File: src/rtl/poly_pkg.sv
/*
  Shared sizes, encodings and token formats for the polynomial actor.
  All arithmetic is unsigned and wraps modulo 2^16.
  Command word layout: opcode[15:8], set_id[7:5], count[4:0].
  Status word layout: opcode[15:8] echoed from the command, code[7:0].
*/
package poly_pkg;

    localparam int WORD_SIZE  = 16;
    localparam int NUM_SETS   = 8;
    localparam int MAX_ORDER  = 31;
    localparam int FIFO_DEPTH = 64;
    localparam int COUNT_W    = 7;

    // derived field widths
    localparam int SET_W = $clog2(NUM_SETS);
    localparam int IDX_W = $clog2(MAX_ORDER + 1);
    localparam int PTR_W = $clog2(FIFO_DEPTH);

    // any value outside this list is a bad opcode
    typedef enum logic [7:0] {
        OP_STP = 8'd0,
        OP_EVP = 8'd1,
        OP_EVB = 8'd2,
        OP_RST = 8'd3
    } opcode_e;

    typedef enum logic [1:0] {
        MODE_GET_COMMAND = 2'd0,
        MODE_EXECUTE     = 2'd1
    } fire_mode_e;

    typedef enum logic [7:0] {
        ST_OK         = 8'd0,
        ST_UNLOADED   = 8'd1,
        ST_BAD_OPCODE = 8'd2
    } status_code_e;

    // count is the order N for STP and b for EVB
    typedef struct packed {
        opcode_e          opcode;
        logic [SET_W-1:0] set_id;
        logic [IDX_W-1:0] count;
    } command_t;

    typedef struct packed {
        opcode_e      opcode;
        status_code_e code;
    } status_word_t;

    // per-set polynomial order
    typedef logic [NUM_SETS-1:0][IDX_W-1:0] order_array_t;

endpackage
File: src/rtl/horner_unit.sv
/*
  Multi-cycle Horner evaluator, modulo 2^16.
  set_id and order are read in the start cycle, x is latched then.
  done pulses (order+1)*2 cycles after start; value holds until the next start.
*/
`timescale 1ns/1ps
module horner_unit
    import poly_pkg::*;
(
    input  logic                 clk,
    input  logic                 rst,
    input  logic                 start,
    input  logic [WORD_SIZE-1:0] x,
    input  logic [SET_W-1:0]     set_id,
    input  logic [IDX_W-1:0]     order,
    output logic [SET_W-1:0]     rd_set,
    output logic [IDX_W-1:0]     rd_index,
    input  logic [WORD_SIZE-1:0] coef_q,
    output logic [WORD_SIZE-1:0] value,
    output logic                 done
);

    typedef enum logic [1:0] {
        H_IDLE,
        H_READ,
        H_ACC
    } h_state_e;

    h_state_e             state;
    logic [WORD_SIZE-1:0] x_q;
    logic [WORD_SIZE-1:0] acc;
    logic [SET_W-1:0]     set_q;
    logic [IDX_W-1:0]     idx;

    // the start cycle already issues the read of c[N]
    assign rd_set   = (state == H_IDLE) ? set_id : set_q;
    assign rd_index = (state == H_IDLE) ? order : idx;
    assign value    = acc;

    always_ff @(posedge clk or negedge rst)
    begin
        if (!rst)
        begin
            state <= H_IDLE;
            done  <= 1'b0;
        end
        else
        begin
            done <= 1'b0;
            case (state)
                H_IDLE:
                begin
                    if (start)
                    begin
                        state <= H_ACC;
                    end
                end
                H_READ:  state <= H_ACC;
                H_ACC:
                begin
                    if (idx == '0)
                    begin
                        state <= H_IDLE;
                        done  <= 1'b1;
                    end
                    else
                    begin
                        state <= H_READ;
                    end
                end
                default: state <= H_IDLE;
            endcase
        end
    end

    // datapath, acc starts at zero so the first step yields c[N]
    always_ff @(posedge clk)
    begin
        if (state == H_IDLE && start)
        begin
            x_q   <= x;
            set_q <= set_id;
            idx   <= order;
            acc   <= '0;
        end
        else if (state == H_ACC)
        begin
            acc <= acc * x_q + coef_q;
            idx <= idx - 1'b1;
        end
    end

endmodule

File: config.mk
export PLATFORM = sky130hd
export DESIGN_NAME = horner_unit
export DESIGN_NICKNAME = d
export VERILOG_FILES = /design/src/rtl/poly_pkg.sv /design/src/rtl/horner_unit.sv
export SDC_FILE = /design/constraint.sdc
export NUM_CORES = 1
export LEC_CHECK = 0
export BUFFER_PORTS_ARGS = -buffer_cell sky130_fd_sc_hd__buf_2
export CORE_UTILIZATION = 30
export DETAILED_ROUTE_END_ITERATION = 8
export GPL_TIMING_DRIVEN = 0
export PLACE_DENSITY_LB_ADDON = 0.2
export SYNTH_ARGS = -nofsm -noshare
export SYNTH_HDL_FRONTEND = slang
export SYNTH_SLANG_ARGS = --single-unit
File: constraint.sdc
create_clock -name clk -period 5.5 [get_ports clk]
set_clock_uncertainty 0.1 [all_clocks]
set_input_delay 0.825 -clock clk [delete_from_list [all_inputs] [get_ports clk]]
set_output_delay 0.825 -clock clk [all_outputs]
set_load 0.02 [all_outputs]
### Word-level counts from Yosys, hierarchy flattened

Cells that the tools add are included.

| word-level totals | value |
|---|---|
| logic and storage cells | 25 |
| bits in registers | 43 |
| output and inout bits | 25 |
| bits of input ports | 43 |

| cells by class | value |
|---|---|
| multiply operators | 1 |
| equal/unequal tests | 3 |
| muxes and demuxes | 9 |
| add/sub/neg operators | 2 |
| reductions and logical operators | 4 |

Operators by type and width:

| kind | number |
|---|---|
| $add A16 B16 Y16 | 1 |
| $mul A16 B16 Y16 | 1 |
| $mux W5 | 3 |
| $pmux W2 S3 | 1 |
| $logic_not A5 Y1 | 1 |
| $sub A5 B1 Y5 const B | 1 |
| $mux W1 | 3 |
| $mux W3 | 1 |
| $eq A2 B1 Y1 const B | 1 |
| $eq A2 B2 Y1 const B | 1 |
| $logic_not A2 Y1 | 1 |
| $mux W2 | 1 |
| $ne A2 B2 Y1 const B | 1 |
| $reduce_bool A2 Y1 | 1 |
| $logic_and A1 B1 Y1 | 1 |

### Logic depth before layout (Yosys ltp)

| depth | value |
|---|---|
| word-level depth | 3 |
| depth in mapped cells | 21 |

### Least setup slack after synthesis

No wires, ideal clock.

| path | value |
|---|---|
| kind | register -> register |
| start | register x_q[1] |
| end | register acc[13] (netlist: value[13]) |
| slack | 247 ps |
| cell stages (with the launch flop) | 19 |
| data required time | 5283 ps |
| data arrival time | 5036 ps |
| cells stage by stage | edfxtp_1 clkbuf_1 and2_1 fa_1 inv_1 fa_1 fa_1 fa_1 inv_1 fa_1 inv_1 fa_1 inv_1 ha_1 a21o_1 a41oi_1 o21bai_1 xor2_1 a22o_1 |

| on the way | value |
|---|---|
| word-level cells in the longest chain between the ends | 2 |

RTL lines:

| item | RTL line | source |
|---|---|---|
| from (decl) | horner_unit.sv:30 | `logic [WORD_SIZE-1:0] x_q;` |
| from (signal assigned) | horner_unit.sv:81 | `x_q <= x;` |
| $mul A16 B16 Y16 | horner_unit.sv:88 | `acc <= acc * x_q + coef_q;` |
| $add A16 B16 Y16 | horner_unit.sv:88 |  |
| to (signal assigned) | horner_unit.sv:88 |  |
| to (decl) | horner_unit.sv:31 | `logic [WORD_SIZE-1:0] acc;` |

No other way between the ends.
A chain may end at the register's enable or synchronous reset.

### Final worst setup path

| path | value |
|---|---|
| start | register x_q[1] |
| end | register acc[15] (netlist: value[15]) |

The elaborated chain is that of the path after synthesis.

==> summary.txt <==
Die width - 142 um
Tightest Pin Transition - 0.643 ns
Endpoints failing hold - 0
Async S/R FF share, synth - 0.0698
Top-count cell post-synth - inv_1
Multi-input gate area - 4220 um^2
Die Area - 20,300 um^2
RSZ-0062 raised after global routing - true
Io pins - 68
Crit-path most repeated cell - fa_1
Antenna violations before repair - 0
HP Class - input pin to async pin
Post-DR vias/cell - 4.48
Diode count - 0
Average wire per standard cell - 16.2 um
Slowest-stage cell, CP - fa_1
CTS tree - yes
IO Port Bufs - 67
DRC Markers - 0
DP HPWL - 12.6 mm
Net Count, Synth - 829
Status - complete, no violations
Crit-path max FO - 4
Synth Cell Area - 5910 um^2
ANT nets after route - 0
Vias in the first global route - 4,770
Biggest area consumer among synthesized cells - fa_1
CP arrival - 5.41 ns
DR pass1 iterations - 6
Slew Limit Headroom - 0.571
Setup crit end kind - flip-flop
Clock root cell - clkbuf_16
Netlist cell types - 35
Row count - 50
Fin crit share - 0.970
FF+latch count, synth - 43
Share of layout cells above drive strength 1 - 0.185
Cells after Synth - 639
Synthesized area per cell - 9.24 um^2
Final setup violation count - 0
Synth cell count leaders - 153 x inv_1, 106 x nand2_1, 94 x fa_1
Crit-path max cell delay - 0.49 ns
Routability cong. - 0.828
EDFF count, synth - 24
Worst hold slack - 0.220 ns
Final WL - 15.9 mm
Die height - 142 um
Largest net degree at the start of global routing - 29
Fillers - 2,005
Layout Area Growth over Synthesis - 17.6%
Register area - 1120 um^2
GRT Resource Usage Total - 0.169
Req. time, crit path - 5.58 ns
Top-area cell type share of the netlist area - 0.319
Max Slew Vio Count - 0
Worst skew pair latency - 0.28 ns
Setup_tns - 0 ns
Vias - 4,405
Crit start category - flip-flop
Fin crit period - 5.33 ns
H-tree lvl count - 2
Highest Clock Rate - 187 MHz
Core area - 19,000 um^2
Synth warn - 0
Starting Density - 0.311
Ranking of synthesized cells by area - fa_1 32%, edfxtp_1 12%, ha_1 11%, inv_1 9.7%, nand2_1 6.7%
Global-route wire length before repair - 25.8 mm
Max-cap violations - 0
CTS max path bufs - 2
Worst-path clk slew - 0.06 ns
Synth Flop Type - edfxtp_1
CP Cell Sequence - clkbuf_8, buf_12, and2_4, fa_1, inv_2, fa_1, fa_1, inv_1, fa_1, inv_2, fa_1, fa_2, xnor2_2, xnor2_1, xnor2_1, xnor2_1, xnor3_1, xnor2_1, o21ai_1
Fin nets - 912
Cts bufs inserted - 5
CP Class - flip-flop to flip-flop
Clock Sinks - 43
GRT Residual Overflow - 0
Register area share after synthesis - 0.189
1st-iter DRT viols - 204
[cells in the final DEF, fill, tap and decap left out, types with 3 or more instances in the layout]
cell type and instances:
nand2b_1 4, fa_2 3, xor2_1 14, a22o_1 5, dfxtp_2 5, fa_1 91
inv_2 4, mux2_2 7, ha_1 49, xnor2_1 27, inv_1 149, a21o_1 6
ha_4 3, o21ai_0 17, edfxtp_1 24, o21ai_1 3, clkbuf_16 5, clkbuf_1 4
and2_1 52, dfrtp_1 3, nand2_1 105, nor2_1 9, buf_2 71, dfxtp_1 11
buf_4 11, clkbuf_4 5
[worst paths after layout]
path	from	to	slack, ns	cells past startpoint
max	x_q[1]	value[15]	0.17	19
min in group clk	value[15]	value[15]	0.38	2
max in group asynchronous	rst	done	4.98	1
min	rst	state[1]	0.22	1
min reg2reg	value[15]	value[15]	0.38	2
max reg2reg	x_q[1]	value[15]	0.17	19
[registers in the layout, indices dropped and copies added (netlist names)]
register / flops
value: 16
x_q: 16
state: 2
done: 1
idx: 5
set_q: 3
[routing by layer]
metal	wire (um)	global-route usage	vias up
met3	854	0.0209	24
met1	7280	0.232	2186
li1	-	-	2066
met4	285	0.0413	0
met2	7460	0.280	129
met5	0	0	-
[cells by family (layout without fill, tap and decap cells)]
logic type	Yosys count	after routing	share of synthesized area
buffers and inverters	174	258	0.112
AND/OR/NAND/NOR	182	182	0.143
XOR/XNOR	43	43	0.0661
flip-flops	43	43	0.189
adder cells (fa/ha/maj)	147	147	0.431
AO/OA/AOI/OAI	43	43	0.0462
multiplexers	7	7	0.0133
[worst max-delay path: cells and delay by family, from the launching register on]
family | cells | cell delay, ns
AOI/OAI and AO/OA | 1 | 0.08
and+or+nand+nor | 1 | 0.15
xor gates and xnor gates | 6 | 1.15
buffers and inverters | 5 | 0.44
adders and majority gates | 6 | 2.82
DFF | 1 | 0.47
[through the flow]
| step | utilization | instance area (um^2) | setup slack (ns) | cells |
|---|---|---|---|---|
| 6_report | 0.365 | 6950 | 0.166 | 983 |
| 3_5_place_dp | 0.345 | 6570 | -0.455 | 966 |
| 2_1_floorplan | - | 5910 | 0.247 | 639 |
| 5_1_grt | 0.365 | 6950 | -0.0127 | 983 |
| 4_1_cts | 0.357 | 6800 | 0.00178 | 977 |
| 3_3_place_gp | 0.345 | 6570 | -0.429 | 966 |
[repair_timing]
action	in CTS	in global routing
endpoints found under the hold margin	0	0
hold buffers	0	0
pin swaps	3	31
resized for setup	20	39
buffers inserted	4	7
setup endpoints to repair	6	4
[layout make-up]
cell class              count  area share
multi-input cells         422       0.608
flip-flops and latches     43       0.162
clock inverters             3     0.00252
well taps                 260      0.0468
repair buffers             78      0.0627
inverters                 153      0.0827
clock buffers               5      0.0180
plain buffers              19      0.0175
Power is left out: the tool's default activity adds up to more than one toggle a clock period on the data nets, which glitch-free logic cannot reach.
