==> config.mk <==
export PLATFORM = sky130hd
export DESIGN_NAME = coef_store
export DESIGN_NICKNAME = d
export VERILOG_FILES = /design/src/rtl/poly_pkg.sv /design/src/rtl/coef_store.sv
export SDC_FILE = /design/constraint.sdc
export NUM_CORES = 2
export LEC_CHECK = 0
export BUFFER_PORTS_ARGS = -buffer_cell sky130_fd_sc_hd__buf_4
export CAP_MARGIN = 20
export CORE_ASPECT_RATIO = 1.75
export CORE_MARGIN = 3
export CORE_UTILIZATION = 56
export CTS_CLUSTER_SIZE = 28
export DETAILED_ROUTE_END_ITERATION = 6
export PLACE_DENSITY_LB_ADDON = 0.12
export SLEW_MARGIN = 20
export SYNTH_ARGS = -nofsm -noshare
export SYNTH_HDL_FRONTEND = slang
export SYNTH_SLANG_ARGS = --single-unit
==> constraint.sdc <==
create_clock -name clk -period 3.45 [get_ports clk]
set_clock_uncertainty 0.1 [all_clocks]
set_input_delay 0.1725 -clock clk [delete_from_list [all_inputs] [get_ports clk]]
set_output_delay 0.1725 -clock clk [all_outputs]
set_load 0.005 [all_outputs]
==> src/rtl/poly_pkg.sv <==
/*
  Shared sizes, encodings and token formats for the polynomial actor.
  All arithmetic is unsigned and wraps modulo 2^16.
  Command word layout: opcode[15:8], set_id[7:5], count[4:0].
  Status word layout: opcode[15:8] echoed from the command, code[7:0].
*/
package poly_pkg;

    localparam int WORD_SIZE  = 16;
    localparam int NUM_SETS   = 8;
    localparam int MAX_ORDER  = 31;
    localparam int FIFO_DEPTH = 64;
    localparam int COUNT_W    = 7;

    // derived field widths
    localparam int SET_W = $clog2(NUM_SETS);
    localparam int IDX_W = $clog2(MAX_ORDER + 1);
    localparam int PTR_W = $clog2(FIFO_DEPTH);

    // any value outside this list is a bad opcode
    typedef enum logic [7:0] {
        OP_STP = 8'd0,
        OP_EVP = 8'd1,
        OP_EVB = 8'd2,
        OP_RST = 8'd3
    } opcode_e;

    typedef enum logic [1:0] {
        MODE_GET_COMMAND = 2'd0,
        MODE_EXECUTE     = 2'd1
    } fire_mode_e;

    typedef enum logic [7:0] {
        ST_OK         = 8'd0,
        ST_UNLOADED   = 8'd1,
        ST_BAD_OPCODE = 8'd2
    } status_code_e;

    // count is the order N for STP and b for EVB
    typedef struct packed {
        opcode_e          opcode;
        logic [SET_W-1:0] set_id;
        logic [IDX_W-1:0] count;
    } command_t;

    typedef struct packed {
        opcode_e      opcode;
        status_code_e code;
    } status_word_t;

    // per-set polynomial order
    typedef logic [NUM_SETS-1:0][IDX_W-1:0] order_array_t;

endpackage
==> src/rtl/coef_store.sv <==
/*
  Coefficient sets with their orders and loaded flags.
  Writing index 0 records load_order and marks the set loaded, so STP
  must load c[0] first. Reads are registered, coef_q follows by one cycle.
*/
`timescale 1ns/1ps
module coef_store
    import poly_pkg::*;
(
    input  logic                 clk,
    input  logic                 rst,
    input  logic                 coef_wr,
    input  logic [SET_W-1:0]     wr_set,
    input  logic [IDX_W-1:0]     wr_index,
    input  logic [WORD_SIZE-1:0] coef,
    input  logic [IDX_W-1:0]     load_order,
    input  logic                 clear_all,
    input  logic [SET_W-1:0]     rd_set,
    input  logic [IDX_W-1:0]     rd_index,
    output logic [WORD_SIZE-1:0] coef_q,
    output order_array_t         order,
    output logic [NUM_SETS-1:0]  loaded
);

    logic [WORD_SIZE-1:0] coef_mem [NUM_SETS][MAX_ORDER+1];
    logic                 first_coef;

    assign first_coef = coef_wr && (wr_index == '0);

    always_ff @(posedge clk)
    begin
        if (coef_wr)
        begin
            coef_mem[wr_set][wr_index] <= coef;
        end
        coef_q <= coef_mem[rd_set][rd_index];
    end

    // clear_all only drops the flags, stale coefficients are harmless
    always_ff @(posedge clk or negedge rst)
    begin
        if (!rst)
        begin
            loaded <= '0;
            order  <= '0;
        end
        else if (clear_all)
        begin
            loaded <= '0;
        end
        else if (first_coef)
        begin
            order[wr_set]  <= load_order;
            loaded[wr_set] <= 1'b1;
        end
    end

endmodule

; ---- Yosys cells after proc, flatten, opt, wreduce, memory -nomap -nowiden
; Memory sizes are Yosys's and may differ from the RTL's.
; Index checks and enable logic that the tools add are counted.
; W data, S select, Z words.
[classes]
bitwise_logic = 4
order_cmp = 5
n_reduce_logical = 6
muxes = 14
[ops]
columns = op, n
row1 = $mux W512, 1
row2 = $bmux W16 S5, 1
row3 = $demux W16 S5, 1
row4 = $mux W16, 3
row5 = $bwmux W40, 1
row6 = $mux W8, 2
row7 = $demux W5 S3, 1
row8 = $ge A6 B6 Y1 const B, 2
row9 = $not A5 Y6, 2
row10 = $or A8 B8 Y8, 1
row11 = $lt A6 B1 Y1 const B, 1
row12 = $logic_not A5 Y1, 1
row13 = $mux W5, 1
row14 = $lt A3 B4 Y1 const B, 1
row15 = $demux W1 S3, 1
row16 = $ge A3 B1 Y1 const B, 1
row17 = $logic_and A1 B1 Y1, 3
row18 = $mux W1, 2
row19 = $reduce_and A2 Y1, 1
row20 = $reduce_bool A2 Y1, 1
row21 = $not A1 Y1, 1
[totals]
elab_cells = 40
memories = 1
register_bits = 64
inputBits = 41
ram_bits = 4096
[mem_list]
columns = memory, words, word_bits, read_ports, rd_clocked_by_memory_dff, write_ports, line_no
row1 = coef_mem, 8, 512, 1, 0, 1, coef_store.sv:25  ; logic [WORD_SIZE-1:0] coef_mem [NUM_SETS][MAX_ORDER+1];

; ---- Logic depth before layout (Yosys ltp)
[logic_depth]
depth_word = 7
mapped_depth = 13
depth_no_buf = 6

; ---- Least setup slack after synthesis
; No wires, ideal clock.
[synth_path]
path_type = in2reg
from = in wr_set[1]
to = mem coef_mem[2][496] (netlist bit) (enable)
stages = 5
t_arrival_ps = 1903
setup_ps = 388
path_slack_ps = 1059
n_path_buf = 3
cell_sequence = clkbuf_1 or3b_2 clkbuf_1 clkbuf_1 nor2_1
[synth_lines]
columns = item, line_no
row1 = from (decl), coef_store.sv:13  ; input logic [SET_W-1:0] wr_set,
row2 = to (decl), coef_store.sv:25
; No word-level cell before the write port.

; ---- Final worst setup path
[layout_path]
from = mem coef_mem[2][510] (netlist bit)
to = reg coef_q[14]
[layout_via]
elab_chain_len = 4
[layout_rtl]
columns = item, line_no
row1 = $mem_v2 Z8 W512, --
row2 = $bmux W16 S5, coef_store.sv:36  ; coef_q <= coef_mem[rd_set][rd_index];
row3 = $mux W16 (implied by the code) (2 in series), coef_store.sv:36
row4 = to (signal assigned), coef_store.sv:36
row5 = to (decl), coef_store.sv:20  ; output logic [WORD_SIZE-1:0] coef_q,
; No other way between the ends. The select of a mux whose other input is x is not followed.
; A chain may end at the register's enable or synchronous reset.

==> flow_summary.json <==
{
  "outcome": "finished, final reports clean",
  "drt_iter0_markers": 9210,
  "clkSinkCount": 4160,
  "wirelength_um": 430200,
  "synth_area_um2": 160600,
  "hold_viol": 0,
  "worst_ir_drop_vdd_mv": 0.4494,
  "critPathArrivalTime_ns": 3.99,
  "hpwl_um": 270800,
  "syn_nets": 7519,
  "yosys-top-cells-area": "edfxtp_1 (77%), mux4_2 (11%), mux2i_1 (4.0%)",
  "async_flop_share_pct": 1.154,
  "crit_path_end": "coef_q[14]",
  "drive_above_1_share_pct": 26.73,
  "postRouteAntennaNets": 0,
  "ys_warn_count": 0,
  "grt_pass1_wl_um": 613200,
  "cp-start-kind": "register",
  "antenna_found_initial": 13,
  "cp-end-kind": "register",
  "rsz0062_at_grt": "no",
  "r2r_cells": 7,
  "crit_type": "register to register",
  "startpoint": "coef_mem[2][510]",
  "rrSetupSlack_ns": 0.09,
  "powerDensity_nw_per_um2": 562.8,
  "worst_pin_slew_ns": 1.208,
  "timing.final.crit_share_pct": 97.45,
  "cts_buffers": 359,
  "cts_tree": "yes",
  "grt_usage_pct": 29.51,
  "leakage_uw": 0.05970,
  "cp.required_ns": 4.07,
  "grt_max_degree": 126,
  "wire_per_inst_um": 34.75,
  "die_w_um": 410.9,
  "post-synth-top-area-cell": "edfxtp_1",
  "grt_pass1_vias": 83300,
  "cts_root_buffer": "clkbuf_16",
  "pin_count": 105,
  "vias": 80460,
  "synth_top_area_share_pct": 76.57,
  "synth_seq_cells": 4160,
  "io_buffers": 104,
  "rows": 259,
  "dieArea_um2": 293600,
  "reg2reg_from": "coef_mem[2][510]",
  "avgSynthCellArea_um2": 21.48,
  "hold_class": "primary input to register",
  "core-area_um2": 284800,
  "area_growth_pct": 14.08,
  "relSlewSlack_pct": 19.45,
  "htree_levels": 5,
  "clock_latency_ns": 0.92,
  "r2r-end": "coef_q[14]",
  "die_y_um": 714.5,
  "fin_ws_ns": 0.08800,
  "grt-ovfl-total": 0,
  "worstHoldStart": "load_order[0]",
  "clkTransAtPathRegs_ns": 0.07,
  "dp.cells": 11680,
  "via_per_inst": 6.499,
  "drc": 0,
  "clock.fmax_ghz": 0.2974,
  "start_util_pct": 56.39,
  "setup_tns_ns": 0,
  "dr.pass1.iters": 5,
  "utilization_pct": 64.33,
  "ys_types": 50,
  "slew_violations": 0,
  "period_minus_slack_ns": 3.362,
  "yosysSeqAreaShare_pct": 77.52,
  "setup_violations": 0,
  "max-cap-violations": 0,
  "instances_no_fill": 12380,
  "finalPower_uw": 103100,
  "dpl_worst_slack_ns": -0.4654,
  "place.gp.congestion": 0.8702,
  "synthFlopType": "edfxtp_1",
  "synth-edff-count": 4096,
  "nets": 8333,
  "path_max_fanout": 1,
  "clk_path_buf_depth": 4,
  "synthCells": 7478
}
## how the worst min path moves through the flow
stage,cells after the start,slack [ns],to
global route,3,0.06,order[12]
finish,3,0.08,order[20]
detailed placement,1,0.13,order[24]
global placement,1,0.1,order[22]
floorplan,0,-0.22,loaded[0]
CTS,3,0.01,order[39]
## cells in the mapped netlist, drive strengths merged, types with 4 or more instances
| master | instances |
|---|---|
| edfxtp | 4096 |
| mux4 | 768 |
| mux2i | 640 |
| o221ai | 309 |
| nor2 | 305 |
| buf | 229 |
| clkbuf | 215 |
| a21oi | 184 |
| o22ai | 157 |
| mux2 | 104 |
| nor3 | 87 |
| nand2 | 64 |
| dfrtp | 48 |
| a22o | 32 |
| nor4 | 30 |
| o21ai | 30 |
| o32ai | 27 |
| a22oi | 21 |
| nand2b | 19 |
| a221oi | 16 |
| dfxtp | 16 |
| o31ai | 16 |
| nand4 | 13 |
| inv | 10 |
| nor3b | 6 |
| nand3 | 5 |
| nand3b | 4 |
| or2 | 4 |
## cell type report
type	instances	area, µm²
Sequential cell	4160	124500
Fill cell	18840	101600
Multi-Input combinational cell	2864	33250
Clock buffer	446	9657
Timing Repair Buffer	897	8593
Tap cell	3784	4735
Clock inverter	209	2412
Inverter	10	47.55
Antenna cell	11	27.53
## metrics by stage
stage	cell area, µm²	hold slack, ns
4_1_cts	183200	0.01052
3_3_place_gp	170800	0.09676
6_report	183200	0.08230
3_5_place_dp	170800	0.1271
5_1_grt	183200	0.06093
2_1_floorplan	160600	-0.2231
## metal layers
layer  global-route usage (%)  share of wire (%)  up-vias
met1                    35.62                 34    42910
met4                    15.45                6.2        4
met5                        0             0.0053        -
met3                    3.608                6.4      838
met2                    52.16                 53     3433
li1                         -                  -    33280
## what timing repair did
item / 4_1_cts / 5_1_grt
buffers inserted: 0 / 0
gates resized for setup: 0 / 0
hold endpoints to repair: 1966 / 0
hold buffers: 33 / 0
## registers in the layout, summed over array words and instances, names as in the netlist
register	cells
coef_mem	4096
coef_q	16
loaded	8
order	40
## where the power goes
part           total (µW)  internal, µW  switching, µW
logic                5640          2070           3580
registers           55700         55600           98.5
clock network       41800         23900          17900
total              103000         81600          21600
## cell families after synthesis
logic type | Yosys count | share of synthesized area (%)
AOI/OAI and AO/OA | 793 | 3.578
and+or+nand+nor | 559 | 1.575
buffers and inverters | 454 | 1.841
muxes | 1512 | 15.49
DFF | 4160 | 77.52
## cell usage in the layout (no fill, tap or decap), types with 5 or more instances in the layout
cell and n:
a22o_1 32, nand4_1 13, mux2_2 104, nor2_2 5, o21ai_0 29, edfxtp_1 4096, clkbuf_1 63, diode_2 11
dlygate4sd3_1 32, clkbuf_16 369, dfrtp_1 48, o22ai_1 157, clkinv_1 66, inv_6 6, a22oi_1 21, a221oi_1 16
o221ai_1 304, o221ai_2 5, nor4_1 28, clkbuf_8 14, buf_8 17, mux4_2 768, nor3_1 86, buf_12 128
nand2_1 63, clkinv_2 64, nor2_1 300, a21oi_1 184, mux2i_1 640, bufinv_16 53, buf_4 716, dfxtp_1 16
clkinvlp_4 13, o32ai_1 26, o31ai_1 15, inv_1 8, nand2b_1 18
## critical path: stages, from the launching register on
cell and delay [ns]:
edfxtp_1 0.35, mux4_2 0.48, mux2_2 0.29, a22oi_1 0.42
buf_4 0.19, nand2_1 0.18, o32ai_1 0.99, nor4_1 0.17
Power figures use the tool's default switching activity.
