## src/rtl/poly_pkg.sv

```systemverilog
/*
  Shared sizes, encodings and token formats for the polynomial actor.
  All arithmetic is unsigned and wraps modulo 2^16.
  Command word layout: opcode[15:8], set_id[7:5], count[4:0].
  Status word layout: opcode[15:8] echoed from the command, code[7:0].
*/
package poly_pkg;

    localparam int WORD_SIZE  = 16;
    localparam int NUM_SETS   = 8;
    localparam int MAX_ORDER  = 31;
    localparam int FIFO_DEPTH = 64;
    localparam int COUNT_W    = 7;

    // derived field widths
    localparam int SET_W = $clog2(NUM_SETS);
    localparam int IDX_W = $clog2(MAX_ORDER + 1);
    localparam int PTR_W = $clog2(FIFO_DEPTH);

    // any value outside this list is a bad opcode
    typedef enum logic [7:0] {
        OP_STP = 8'd0,
        OP_EVP = 8'd1,
        OP_EVB = 8'd2,
        OP_RST = 8'd3
    } opcode_e;

    typedef enum logic [1:0] {
        MODE_GET_COMMAND = 2'd0,
        MODE_EXECUTE     = 2'd1
    } fire_mode_e;

    typedef enum logic [7:0] {
        ST_OK         = 8'd0,
        ST_UNLOADED   = 8'd1,
        ST_BAD_OPCODE = 8'd2
    } status_code_e;

    // count is the order N for STP and b for EVB
    typedef struct packed {
        opcode_e          opcode;
        logic [SET_W-1:0] set_id;
        logic [IDX_W-1:0] count;
    } command_t;

    typedef struct packed {
        opcode_e      opcode;
        status_code_e code;
    } status_word_t;

    // per-set polynomial order
    typedef logic [NUM_SETS-1:0][IDX_W-1:0] order_array_t;

endpackage
```

## src/rtl/token_fifo.sv

```systemverilog
/*
  First-word-fall-through token queue with an occupancy count.
  dout shows the head word whenever empty is low.
  Writes while full and reads while empty are dropped.
*/
`timescale 1ns/1ps
module token_fifo
    import poly_pkg::*;
(
    input  logic                 clk,
    input  logic                 rst,
    input  logic                 wr,
    input  logic [WORD_SIZE-1:0] din,
    input  logic                 rd,
    output logic [WORD_SIZE-1:0] dout,
    output logic [COUNT_W-1:0]   count,
    output logic                 empty,
    output logic                 full
);

    logic [WORD_SIZE-1:0] mem [FIFO_DEPTH];
    logic [PTR_W-1:0]     wr_ptr;
    logic [PTR_W-1:0]     rd_ptr;
    logic                 do_wr;
    logic                 do_rd;

    assign empty = (count == '0);
    assign full  = (count == COUNT_W'(FIFO_DEPTH));
    assign do_wr = wr && !full;
    assign do_rd = rd && !empty;
    assign dout  = mem[rd_ptr];

    always_ff @(posedge clk)
    begin
        if (do_wr)
        begin
            mem[wr_ptr] <= din;
        end
    end

    // pointers wrap naturally at the power-of-two depth
    always_ff @(posedge clk or negedge rst)
    begin
        if (!rst)
        begin
            wr_ptr <= '0;
            rd_ptr <= '0;
            count  <= '0;
        end
        else
        begin
            if (do_wr)
            begin
                wr_ptr <= wr_ptr + 1'b1;
            end
            if (do_rd)
            begin
                rd_ptr <= rd_ptr + 1'b1;
            end
            case ({do_wr, do_rd})
                2'b10:   count <= count + 1'b1;
                2'b01:   count <= count - 1'b1;
                default: count <= count;
            endcase
        end
    end

endmodule

```

## config.mk

```make
export PLATFORM = sky130hd
export DESIGN_NAME = token_fifo
export DESIGN_NICKNAME = d
export VERILOG_FILES = /design/src/rtl/poly_pkg.sv /design/src/rtl/token_fifo.sv
export SDC_FILE = /design/constraint.sdc
export NUM_CORES = 1
export LEC_CHECK = 0
export BUFFER_PORTS_ARGS = -buffer_cell sky130_fd_sc_hd__buf_2
export CORE_MARGIN = 2
export CORE_UTILIZATION = 41
export DETAILED_ROUTE_END_ITERATION = 7
export HOLD_SLACK_MARGIN = 0.1
export SYNTH_ARGS = -nofsm -noshare
export SYNTH_HDL_FRONTEND = slang
export SYNTH_SLANG_ARGS = --single-unit
```

## constraint.sdc

```tcl
create_clock -name clk -period 3.22 [get_ports clk]
set_input_delay 0 -clock clk [delete_from_list [all_inputs] [get_ports clk]]
set_output_delay 0 -clock clk [all_outputs]
set_load 0.05 [all_outputs]
```

== Word level (Yosys, flattened, before mapping) ==
Memories as Yosys holds them, arrays and structs flattened.
Cells that the tools add are included.

* Bits in registers: 19
* Bits in writable memories: 1024
* Output and inout port bits: 25
* Word-level logic and storage cells: 20
* Memories kept: 1

* Add/sub/neg operators: 4
* Equality and inequality tests: 3
* Multiplexer cells: 3
* Reductions and logical operators: 6

{| class="wikitable"
|+ Memories
! memory !! depth !! width !! rd ports !! clocked after memory_dff !! wr ports !! line !! source
|-
| mem || 64 || 16 || 1 || 0 || 1 || token_fifo.sv:21 || <nowiki>logic [WORD_SIZE-1:0] mem [FIFO_DEPTH];</nowiki>
|}

{| class="wikitable"
|+ Operators with widths
! kind !! number
|-
| 7-bit case mux with 2 select lines || 1
|-
| 6-bit by 1-bit adder with 6-bit output, second input constant || 2
|-
| 7-bit by 1-bit adder with 7-bit output, second input constant || 1
|-
| 7-bit equality test, second input constant || 1
|-
| 7-bit logical NOT || 1
|-
| 7-bit by 1-bit subtractor with 7-bit output, second input constant || 1
|-
| 2-bit by 1-bit equality test with 1-bit output, second input constant || 1
|-
| 2-bit equality test, second input constant || 1
|-
| 1-bit logical AND || 2
|-
| 1-bit logical NOT || 2
|-
| 1-bit 2-to-1 mux || 2
|-
| 2-bit nonzero test || 1
|}

== Logic depth before layout (Yosys ltp) ==
* Depth in word-level cells: 5
* Gate-level depth with buffers: 12
* Gate-level depth less buffers: 11

== Worst setup path before layout ==
No wires, ideal clock.

* Path type: register to output
* Start point: reg rd_ptr[0]
* End point: out dout[15]
* Data arrival time: 3.077 ns
* Required time: 3.220 ns
* Setup slack: 0.143 ns
* Cell stages (with the launch flop): 9
* Cells stage by stage: dfrtp_1 > buf_6 > buf_6 > or3b_1 > clkbuf_1 > buf_2 > o221ai_1 > a221oi_1 > nor4_1

* Word-level cells in the longest chain between the ends: 1

{| class="wikitable"
|+ RTL lines
! what !! line !! source
|-
| from (decl) || token_fifo.sv:23 || <nowiki>logic [PTR_W-1:0] rd_ptr;</nowiki>
|-
| from (signal assigned) || token_fifo.sv:58 || <nowiki>rd_ptr <= rd_ptr + 1'b1;</nowiki>
|-
| memory read 64 x 16 bit || - ||
|-
| to (decl) || token_fifo.sv:15 || <nowiki>output logic [WORD_SIZE-1:0] dout,</nowiki>
|}

No other way between the ends.

== Worst setup path in the final report ==
* Start point: reg rd_ptr[0]
* End point: out dout[1]

The elaborated chain is that of the path after synthesis.

==> impl_results.md <==
* Run status: finished with violations
* Failing checks: negative setup slack
* Htree depth at 3
* Critical Path RT at 3.22 ns
* Min-Delay Path Class: input port to flip-flop
* Clock-pin slew on the worst setup and hold paths at 0.06 ns
* Post-synthesis sequential area ratio at 0.774
* Seq cells post-synth at 1043
* Pins Over Slew Limit at 0
* Post-route insts no fill at 3560
* Initial drt markers at 2190
* Met2 WL post-DR at 48.9 mm
* Final Hold Fails at 0
* Routability Congestion at 0.808
* Later-pin clock latency in the skew report at 0.69 ns
* Initial Utilization at 0.412
* Period utilisation layout at 1.02
* Cells after DPL at 3304
* Share of cells above drive strength 1 at 0.338
* Final setup violation count at 5
* CP max stage cell: dfrtp_4
* Async set-reset flop share out of synthesis at 0.0182
* TritonCTS clock tree: yes
* Pre-CTS setup slack at -0.323 ns
* CP delay by family, top: buffers and inverters
* Fin nets at 2210
* Synthesized cell area at 40400 sq um
* Min Tclk post-route at 3.29 ns
* Crit path launch type: flip-flop
* Skew final at 0.0236 ns
* CP Buf/Inv Count at 5
* Cells after Synth at 1894
* Largest net degree at the start of global routing at 65
* Initial antenna violation count at 4
* CP cell instances: buf_12 -> buf_16 -> buf_8 -> mux4_2 -> mux2i_2 -> nor2_2 -> a2111oi_4 -> buf_4 -> nor4_4 -> clkbuf_16
* Total design power at 44.9 mW
* # Max-Cap Violations at 0
* Avg Cell Area, Syn at 21.3 sq um
* Routed met1 length at 41.5 mm
* Vias in the first global route at 20900
* Met3 Wirelength at 7.60 mm
* Global-route wire length before repair at 146 mm
* Area growth syn-to-layout at 21.9%
* Setup Total Neg Slack at -0.152 ns
* Post-layout worst setup margin at -0.0683 ns
* Setup CP Type: flip-flop to output port
* Total wire length at 101 mm
* FP Rows at 115
* Highest metal used: met5
* P per Cell Area at 913 nW/um^2
* I/O pin count at 45
* Final Core Density at 0.502
* Capturing element type of the critical path: output port
* Hold slack at 0.0948 ns
* Post-DP HPWL at 60.1 mm
* Top_reg_cell synth: edfxtp_1
* YS warnings at 0
* Clock Path Buffers at 3
* Placed inst area at 43800 sq um
* Highest fanout seen on the critical path at 6
* Critical Path Max Stage Delay at 0.54 ns
* EDFF count, synth at 1024
* Static leakage at 16.0 nW
* CP arrival at 3.29 ns
* GRT Total Usage at 0.200
* Worst slew pin tran at 1.30 ns
* Max Fclk at 0.304 GHz
* DRC at 0
* Final antenna-violating net count at 0
* Drt first pass iters at 7
* Die X at 318 um
* GR Overflow Total at 0
* Slew Limit Headroom at 0.132
* Via/cell ratio at 5.72
* DIE AREA at 101000 sq um
* Die span in y at 318 um
* Design area at 49200 sq um
* Clk sinks at 1043
* Synth cell types at 51
* Via count at 20400
* Clock root cell: clkbuf_16
* Total CTS buffers at 104
* IO buf count at 44
* Synth Net Count at 1923
* Routed length per instance at 28.4 um
* Maximum vdd ir drop at 0.000640 V
* Unrepaired setup endpoints after global routing: yes
* Core area at 98000 sq um
## cells in the final DEF (no fill, tap or decap), types with 13 or more instances in the layout
master         Yosys  final
mux2_2            32     28
o221ai_1          35     33
buf_6             12     17
nand2_1           21     21
dfrtp_1           19     15
clkinv_2           0     21
a221oi_2           0     15
buf_4             11    152
nor2_1           103     85
clkinv_1           0     25
mux2i_1          156    147
dlygate4sd3_1      0     14
clkbuf_1          48     18
nor2_2             0     17
buf_12             0     56
clkbuf_16          0    106
mux4_2           193    193
buf_2             30     28
a2111oi_4          0     23
nor4_4             0     13
o22ai_1           28     25
edfxtp_1        1024   1024
## cells in the mapped netlist (3+ instances only)
cell | number | area [sq um]
a22oi_1 | 4 | 30.0
nor4_1 | 16 | 100
a2111oi_0 | 21 | 184
ha_1 | 8 | 100
edfxtp_1 | 1024 | 30700
inv_1 | 11 | 41.3
o221ai_1 | 35 | 307
buf_1 | 7 | 26.3
mux2_2 | 32 | 360
buf_2 | 30 | 150
mux2i_1 | 156 | 1560
a221oi_1 | 30 | 263
nand3_1 | 7 | 35.0
nand2_1 | 21 | 78.8
nand3b_1 | 3 | 22.5
a2111oi_1 | 7 | 70.1
dfrtp_1 | 19 | 475
o22ai_1 | 28 | 175
a31oi_1 | 5 | 31.3
buf_4 | 11 | 82.6
mux4_2 | 193 | 4350
a21oi_1 | 5 | 25.0
xor2_1 | 3 | 26.3
nor2_1 | 103 | 387
buf_6 | 12 | 135
o21ai_0 | 7 | 35.0
nand4_1 | 3 | 18.8
nor2b_1 | 7 | 43.8
clkbuf_1 | 48 | 180
xnor2_1 | 10 | 87.6
## state kept, by name, summed over array words and instances, names as in the netlist
register and count:
count 7, mem 1024, rd_ptr 6, wr_ptr 6
## kinds of logic (layout without fill, tap and decap cells)
logic type	Yosys count	count (layout)	share of synthesized area
mux	381	381	0.155
other cells	0	4	0
compound gates	152	152	0.0298
buf+inv	120	495	0.0156
simple gates	176	176	0.0199
flops	1043	1043	0.774
xor+xnor	13	13	0.00282
fa+ha+maj	9	9	0.00298
## area by class of cell
type	instances	area, sq um
antenna	4	10.0
fill	7594	48800
clock inverter	71	726
timing repair buffer	290	3270
tap	1287	1610
multi-input combinational	731	9610
inverter	11	41.3
sequential	1043	31200
clock buffer	123	2680
## worst paths after layout
| path | slack (ns) | cells after the start | to | from |
|---|---|---|---|---|
| worst min register to register | 0.53 | 1 | wr_ptr[2]$_DFFE_PN0P_ | wr_ptr[2]$_DFFE_PN0P_ |
| worst max-delay path | -0.07 | 10 | dout[1] | rd_ptr[0]$_DFFE_PN0P_ |
| worst max register to register | 0.36 | 11 | count[6]$_DFFE_PN0P_ | count[4]$_DFFE_PN0P_ |
| worst min-delay path | 0.09 | 1 | mem[2][0]$_DFFE_PP_ | din[0] |
| max in group asynchronous | 2.67 | 4 | rd_ptr[3]$_DFFE_PN0P_ | rst |
| min in group asynchronous | 0.37 | 4 | count[6]$_DFFE_PN0P_ | rst |
## per-layer routing
metal	vias to the layer above	GRT usage
met3	175	0.0452
met4	2	0.0661
met1	10800	0.274
met5	-	0
li1	8571	-
met2	798	0.319
## timing repair
item | 4_1_cts | 5_1_grt
setup endpoints to repair | 16 | 17
pin swaps | 33 | 24
buffers inserted | 36 | 10
hold buffers | 15 | 0
gates cloned | 8 | 1
hold endpoints to repair | 299 | 0
gates resized for setup | 190 | 26
## power by group
group / switching [mW] / leakage [nW] / total [mW] / internal [mW]
clock network: 5.15 / 1.66 / 12.0 / 6.88
registers: 0.361 / 9.44 / 15.9 / 15.5
logic: 9.28 / 4.91 / 17.0 / 7.74
No activity file was read; power rests on OpenSTA's default activity.
