## config.mk

```make
export PLATFORM = sky130hd
export DESIGN_NAME = firing_controller
export DESIGN_NICKNAME = d
export VERILOG_FILES = /design/src/rtl/poly_pkg.sv /design/src/rtl/firing_controller.sv
export SDC_FILE = /design/constraint.sdc
export NUM_CORES = 1
export LEC_CHECK = 0
export BUFFER_PORTS_ARGS = -buffer_cell sky130_fd_sc_hd__buf_2
export CELL_PAD_IN_SITES_DETAIL_PLACEMENT = 0
export CELL_PAD_IN_SITES_GLOBAL_PLACEMENT = 1
export CORE_AREA = 2 2 102 104
export DETAILED_ROUTE_END_ITERATION = 12
export DIE_AREA = 0 0 104 106
export HOLD_SLACK_MARGIN = 0.06
export PLACE_DENSITY_LB_ADDON = 0.08
export SKIP_CTS_REPAIR_TIMING = 1
export SLEW_MARGIN = 20
export SYNTH_ARGS = -nofsm -noshare
export SYNTH_HDL_FRONTEND = slang
export SYNTH_SLANG_ARGS = --single-unit
```

## constraint.sdc

```tcl
create_clock -name clk -period 1.85 [get_ports clk]
set_input_delay 0.0925 -clock clk [delete_from_list [all_inputs] [get_ports clk]]
set_output_delay 0.0925 -clock clk [all_outputs]
set_load 0.03 [all_outputs]
```

## src/rtl/poly_pkg.sv

```systemverilog
/*
  Shared sizes, encodings and token formats for the polynomial actor.
  All arithmetic is unsigned and wraps modulo 2^16.
  Command word layout: opcode[15:8], set_id[7:5], count[4:0].
  Status word layout: opcode[15:8] echoed from the command, code[7:0].
*/
package poly_pkg;

    localparam int WORD_SIZE  = 16;
    localparam int NUM_SETS   = 8;
    localparam int MAX_ORDER  = 31;
    localparam int FIFO_DEPTH = 64;
    localparam int COUNT_W    = 7;

    // derived field widths
    localparam int SET_W = $clog2(NUM_SETS);
    localparam int IDX_W = $clog2(MAX_ORDER + 1);
    localparam int PTR_W = $clog2(FIFO_DEPTH);

    // any value outside this list is a bad opcode
    typedef enum logic [7:0] {
        OP_STP = 8'd0,
        OP_EVP = 8'd1,
        OP_EVB = 8'd2,
        OP_RST = 8'd3
    } opcode_e;

    typedef enum logic [1:0] {
        MODE_GET_COMMAND = 2'd0,
        MODE_EXECUTE     = 2'd1
    } fire_mode_e;

    typedef enum logic [7:0] {
        ST_OK         = 8'd0,
        ST_UNLOADED   = 8'd1,
        ST_BAD_OPCODE = 8'd2
    } status_code_e;

    // count is the order N for STP and b for EVB
    typedef struct packed {
        opcode_e          opcode;
        logic [SET_W-1:0] set_id;
        logic [IDX_W-1:0] count;
    } command_t;

    typedef struct packed {
        opcode_e      opcode;
        status_code_e code;
    } status_word_t;

    // per-set polynomial order
    typedef logic [NUM_SETS-1:0][IDX_W-1:0] order_array_t;

endpackage
```

## src/rtl/firing_controller.sv

```systemverilog
/*
  Firing controller of the actor, one fire per mode.
  Get-command pops and decodes one command, execute runs the held one.
  The parent fires only when enough tokens are queued; the FSM still
  stalls on an empty data FIFO or a full output FIFO. fire is ignored when busy.
*/
`timescale 1ns/1ps
module firing_controller
    import poly_pkg::*;
(
    input  logic                 clk,
    input  logic                 rst,
    input  logic                 fire,
    input  fire_mode_e           mode,
    input  logic                 cmd_empty,
    output logic                 fetch,
    input  command_t             cmd,
    input  logic                 valid_op,
    input  logic [WORD_SIZE-1:0] data_in,
    input  logic                 data_empty,
    output logic                 data_rd,
    input  logic                 result_full,
    input  logic                 status_full,
    output logic                 result_wr,
    output logic                 status_wr,
    output logic [WORD_SIZE-1:0] result_out,
    output logic [WORD_SIZE-1:0] status_out,
    output logic                 coef_wr,
    output logic [IDX_W-1:0]     wr_index,
    output logic                 clear_all,
    input  logic [NUM_SETS-1:0]  loaded,
    input  order_array_t         order,
    output logic                 eval_start,
    output logic [WORD_SIZE-1:0] eval_x,
    output logic [IDX_W-1:0]     eval_order,
    input  logic [WORD_SIZE-1:0] eval_value,
    input  logic                 eval_done,
    output logic                 done,
    output opcode_e              instr
);

    typedef enum logic [3:0] {
        S_IDLE,
        S_GET,
        S_GET_DONE,
        S_STP_LOAD,
        S_EVAL_X,
        S_EVAL_WAIT,
        S_RESULT,
        S_RST,
        S_STATUS
    } state_e;

    state_e           state;
    state_e           state_n;
    logic [IDX_W-1:0] load_cnt;
    logic [IDX_W-1:0] load_cnt_n;
    logic [IDX_W-1:0] remaining;
    logic [IDX_W-1:0] remaining_n;
    status_code_e     status_q;
    status_code_e     status_n;
    opcode_e          instr_n;
    status_word_t     status_word;
    logic             last_x;

    assign last_x      = (remaining == IDX_W'(1));
    assign wr_index    = load_cnt;
    assign eval_x      = data_in;
    assign eval_order  = order[cmd.set_id];
    assign result_out  = eval_value;
    assign status_word = '{opcode: cmd.opcode, code: status_q};
    assign status_out  = status_word;

    always_comb
    begin
        state_n     = state;
        load_cnt_n  = load_cnt;
        remaining_n = remaining;
        status_n    = status_q;
        instr_n     = instr;
        fetch       = 1'b0;
        data_rd     = 1'b0;
        result_wr   = 1'b0;
        status_wr   = 1'b0;
        coef_wr     = 1'b0;
        clear_all   = 1'b0;
        eval_start  = 1'b0;
        done        = 1'b0;
        case (state)
            S_IDLE:
            begin
                if (fire && mode == MODE_GET_COMMAND)
                begin
                    state_n = S_GET;
                end
                else if (fire && mode == MODE_EXECUTE)
                begin
                    instr_n  = cmd.opcode;
                    status_n = ST_OK;
                    if (!valid_op)
                    begin
                        status_n = ST_BAD_OPCODE;
                        state_n  = S_STATUS;
                    end
                    else
                    begin
                        case (cmd.opcode)
                            OP_STP:
                            begin
                                load_cnt_n = '0;
                                state_n    = S_STP_LOAD;
                            end
                            OP_EVP:
                            begin
                                remaining_n = IDX_W'(1);
                                state_n     = S_EVAL_X;
                            end
                            OP_EVB:
                            begin
                                remaining_n = cmd.count;
                                state_n     = (cmd.count == '0) ? S_STATUS : S_EVAL_X;
                            end
                            default: state_n = S_RST;
                        endcase
                    end
                end
            end
            S_GET:
            begin
                // wait here until a command word is present
                if (!cmd_empty)
                begin
                    fetch   = 1'b1;
                    state_n = S_GET_DONE;
                end
            end
            S_GET_DONE:
            begin
                done    = 1'b1;
                state_n = S_IDLE;
            end
            S_STP_LOAD:
            begin
                if (!data_empty)
                begin
                    data_rd = 1'b1;
                    coef_wr = 1'b1;
                    if (load_cnt == cmd.count)
                    begin
                        state_n = S_STATUS;
                    end
                    else
                    begin
                        load_cnt_n = load_cnt + 1'b1;
                    end
                end
            end
            S_EVAL_X:
            begin
                if (!data_empty)
                begin
                    data_rd = 1'b1;
                    if (loaded[cmd.set_id])
                    begin
                        eval_start = 1'b1;
                        state_n    = S_EVAL_WAIT;
                    end
                    else
                    begin
                        // unloaded set, x is consumed and dropped
                        status_n    = ST_UNLOADED;
                        remaining_n = remaining - 1'b1;
                        if (last_x)
                        begin
                            state_n = S_STATUS;
                        end
                    end
                end
            end
            S_EVAL_WAIT:
            begin
                if (eval_done)
                begin
                    state_n = S_RESULT;
                end
            end
            S_RESULT:
            begin
                if (!result_full)
                begin
                    result_wr   = 1'b1;
                    remaining_n = remaining - 1'b1;
                    state_n     = last_x ? S_STATUS : S_EVAL_X;
                end
            end
            S_RST:
            begin
                clear_all = 1'b1;
                done      = 1'b1;
                state_n   = S_IDLE;
            end
            S_STATUS:
            begin
                if (!status_full)
                begin
                    status_wr = 1'b1;
                    done      = 1'b1;
                    state_n   = S_IDLE;
                end
            end
            default: state_n = S_IDLE;
        endcase
    end

    always_ff @(posedge clk or negedge rst)
    begin
        if (!rst)
        begin
            state     <= S_IDLE;
            load_cnt  <= '0;
            remaining <= '0;
            status_q  <= ST_OK;
            instr     <= OP_STP;
        end
        else
        begin
            state     <= state_n;
            load_cnt  <= load_cnt_n;
            remaining <= remaining_n;
            status_q  <= status_n;
            instr     <= instr_n;
        end
    end

endmodule

```

# Word level (Yosys, flattened, before mapping)
# Cells that the tools add are included.
# classes
add_sub_neg	2
reduce_logical	16
mux	55
bitwise_logic	1
order_cmp	1
n_eq_ne	29
# op_table
op	n
$mux W5	13
$mux W4	14
$mux W8	4
$pmux W4 S7	1
$ne A2 B2 Y1 const B	12
$pmux W5 S2	2
$eq A4 B3 Y1 const B	4
$pmux W8 S2	1
$bmux W5 S3	1
$pmux W5 S3	1
$mux W1	14
$pmux W4 S3	1
$reduce_and A9 Y1	1
$eq A4 B2 Y1 const B	2
$eq A8 B1 Y1 const B	1
$eq A8 B2 Y1 const B	1
$logic_not A8 Y1	1
$reduce_and A8 Y1	1
$reduce_and A7 Y1	1
$ne A3 B3 Y1 const B	2
$add A5 B1 Y5 const B	1
$eq A5 B1 Y1 const B	1
$eq A5 B5 Y1	1
$logic_not A5 Y1	1
19 further kinds	22
# totals
register_bits	30
out_inout_bits	74
inputBits	107

# Logic depth before layout (Yosys ltp)
# depth
word_depth	7
ltp_mapped	7
mapped_depth_nobuf	7

# Least setup slack after synthesis
# No wires, ideal clock.
# synth_timing
kind	register -> register
from	register load_cnt[0], in the netlist wr_index[0]
to	register load_cnt[0], in the netlist wr_index[0]
slack_ns	-0.185
arrival_time_ns	1.908
stages_incl_launch_ff	6
synth_period_minus_slack_ns	2.035
cell_sequence	dfrtp_1 > xnor2_1 > nand3_1 > o31ai_1 > a21oi_1 > mux2_1
# synth_between
elab_chain_cells	4
elab_cells_between_ends	7
classes_between	add/sub: 1; eq/ne: 2; mux: 3; reduce/logical: 1
# synth_lines
element	line_no	rtl
start, declared	firing_controller.sv:56	logic [IDX_W-1:0] load_cnt;
start signal, assigned	firing_controller.sv:228	load_cnt <= load_cnt_n;
$add A5 B1 Y5	firing_controller.sv:154	load_cnt_n = load_cnt + 1'b1;
$mux W5	firing_controller.sv:148	if (load_cnt == cmd.count)
$mux W5	firing_controller.sv:144	if (!data_empty)
$pmux W5 S2	firing_controller.sv:89	case (state)
# Parallel ways exist; a longest one is shown, timed or not. The select of a mux whose other input is x is not followed.
# A chain may end at the register's enable or synchronous reset.

# Worst setup path after layout
# layout_timing
from	register state[0]
to	register state[2]
# layout_between
elab_chain_cells	3
elab_cells_between_ends	18
classes_between	eq/ne: 15; mux: 1; reduce/logical: 2
# layout_lines
element	line_no	rtl
start, declared	firing_controller.sv:54	state_e state;
start signal, assigned	firing_controller.sv:227	state <= state_n;
$eq A4 B3 Y1, or another cell as far along	firing_controller.sv:89	
$ne A3 B3 Y1 (no line) or $ne A2 B2 Y1 (tied branches)	n/a	
$reduce_and A9 Y1 (no line)	n/a	
# Parallel ways exist; a longest one is shown, timed or not.

==> impl_metrics.csv <==
group,metric,value,unit
finish,utilization,34.1,%
floorplan,io_pins,181,
sta,setup_viol,4,
run_status,status,"complete, but fails checks",
run,maxCapViolCount,0,
finish,fillers,1100,
synthesis,synthFlopType,"dfrtp_1",
pwr,vdd_drop_max,0.435,mV
route,drtIter0Drc,41,
synthesis,yosys.area.top_type_share,24.9,%
worst_setup_path,crit_chain,"buf_6 > or4bb_1 > a21oi_2 > nor4_2 > nand3_4 > mux2_4",
sta,tns,-0.0735,ns
synthesis,syn_area_per_cell,8.88,µm²
synthesis,synth_edf_count,0,
route,wl,7880,µm
global_route,antenna_found_initial,0,
sta,slew_headroom,57.4,%
global_route,track_usage,14.0,%
route,drt_first_pass_iters,4,
worst_setup_path,crit_slowest_cell,"or4bb_1",
floorplan,fp-row-count,37,
floorplan,start_util,24.2,%
sta,final-hold-violation-count,0,
floorplan,core,10000,µm²
route,detail-route-antenna-nets,0,
sta,drv_slew,0,
clocking,tritoncts,"yes",
pwr,powerDensity,1210,nW/µm²
synthesis,synthTopCellsByArea,"dfrtp_1 (25%), buf_4 (15%), mux4_2 (11%)",
worst_setup_path,critPathKind,"reg2reg",
synthesis,synth_top_cell_by_area,"dfrtp_1",
sta,tightestPinTransition,0.639,ns
placed_design,placed_area,3120,µm²
worst_setup_path,cp-start-kind,"flop",
placed_design,port-buffer-count,110,
worst_setup_path,worstPathRequired,2.02,ns
synthesis,ys_seq_area_share,24.9,%
placed_design,place_hpwl,6390,µm
hold_path,hold_path.class,"in2reg",
worst_setup_path,worstSetupEndpointType,"flop",
worst_setup_path,critPathTopFamily,"simple AND/OR/NAND/NOR gates",
route,wire_per_inst,15.0,µm
clocking,htree_levels,1,
run_status,violations,"negative setup slack",
floorplan,die_area,11000,µm²
sta,max_freq,535,MHz
pwr,p_leak,1.64,nW
route,num_vias,2364,
finish,design_area,3410,µm²
route,avgViaCountPerCell,4.51,
global_route,grt_pass1_vias,2421,
synthesis,ys_ff_latch,24,
finish,final_common_cell,"buf_2",
clocking,clockBufferDepth,2,
pwr,power,0.00411,W
synthesis,syn_inst,272,
floorplan,fp.dieH,106,µm
clocking,cts_sinks,24,
sta,period_needed,1.87,ns
clocking,clk_pin_slew_worst_paths,0.10,ns
finish,post_route_cells_drive_above_1_share,55.4,%
finish,n_antenna_cell,0,
synthesis,yosysUniqueCellTypes,51,
sta,rsz0062_at_grt,"true",
clocking,worstSkewPairLatency,0.28,ns
clocking,cts_buffers,3,
synthesis,yosys_warnings,0,
worst_setup_path,slowest_delay,0.52,ns
placed_design,gp_congestion,0.744,
worst_setup_path,path_buf_inv,1,
placed_design,placedCellCount,510,
route,post-route-drc-count,0,
finish,syn2layout_area_growth,41.0,%
global_route,grt_max_degree,25,
finish,finalNonFillerCells,524,
worst_setup_path,crit_path_max_fanout,8,
global_route,grt_overflow,0,
sta,worst_slack,-0.0207,ns
finish,final_cell_mix,"buf_2 (104), buf_4 (50), nand2_1 (38)",
sta,fin_crit_sh,101,%
clocking,cts_root_buffer,"clkbuf_8",
worst_setup_path,critical_path_arrival,2.04,ns
floorplan,die_x,104,µm
finish,nets,499,
synthesis,async_flop_share,100,%
sta,finClkSkew,0.0101,ns
synthesis,post_synth_instance_area,2420,µm²
global_route,grt_pass1_wl,12500,µm
==> final timing paths <==
kind,cells past startpoint,startpoint,slack (ns),to
worst min register to register,2,instr[4],0.49,instr[4]
worst min-delay path,3,cmd[14],0.05,instr[6]
worst max-delay path,6,state[0],-0.02,state[2]
min in group asynchronous,2,rst,0.36,status_q[0]
max in group asynchronous,2,rst,1.04,state[1]
worst max register to register,6,state[0],-0.02,state[2]
==> where the power goes <==
| part | total, W | internal (W) | switching, W | leakage, nW |
|---|---|---|---|---|
| Combinational | 0.00274 | 0.00129 | 0.00145 | 1.29 |
| Sequential | 0.000879 | 0.000721 | 0.000158 | 0.307 |
| Clock | 0.000489 | 0.000290 | 0.000199 | 0.0357 |
| Total | 0.00411 | 0.00230 | 0.00181 | 1.64 |
==> area by class of cell <==
class	count	area [µm²]	area share (%)
inverters	5	18.8	0.551
flip-flops and latches	24	606	17.8
well taps	136	170	4.99
repair buffers	165	1020	29.8
clock buffers	3	41.3	1.21
multi-input cells	190	1530	44.8
clock inverters	1	30.0	0.881
==> state kept, by name, indices dropped and copies added (netlist names) <==
signal	count
instr	8
remaining	5
state	4
status_q	2
wr_index	5
==> worst reg2reg max path, stage by stage (launching register included) <==
cell and delay, ns:
dfrtp_2 0.45, buf_6 0.15, or4bb_1 0.52, a21oi_2 0.17
nor4_2 0.07, nand3_4 0.11, mux2_4 0.30
==> synth_stat cells (all sizes together) (3+ instances only) <==
master  instances
nor3            5
nand3           8
dfrtp          24
xor2            3
nand4b          3
o31ai           5
nand2          38
xnor2           3
a21oi           9
inv             5
o21ai           9
nor4            6
mux2i           7
ha              3
nor2           19
buf            49
or4             3
nand2b          9
mux2            9
a211oi          5
nor2b           3
clkbuf          9
mux4           12
==> metal layers <==
metal / wire length (µm) / track usage [%] / share of wire, %
met1: 3540 / 17.6 / 45
met2: 3850 / 24.6 / 49
met3: 413 / 3.56 / 5.2
met4: 73 / 2.12 / 0.93
met5: 0 / 0 / 0
==> logic make-up after synthesis <==
kind of cell	share of synthesized area, %
other	0.155
buffers and inverters	17.2
flip-flops	24.9
AO/OA/AOI/OAI	9.63
multiplexers	19.3
XOR/XNOR	2.18
AND/OR/NAND/NOR	25.2
adder cells (fa/ha/maj)	1.55
==> stage by stage <==
step	setup slack [ns]	hold slack, ns
finish	-0.0207	0.0458
global route	-0.114	0.0609
CTS	-0.164	-0.156
detailed placement	-0.126	0.161
global placement	-0.116	0.163
floorplan	-0.0243	-0.203
No activity file was read; power rests on OpenSTA's default activity.
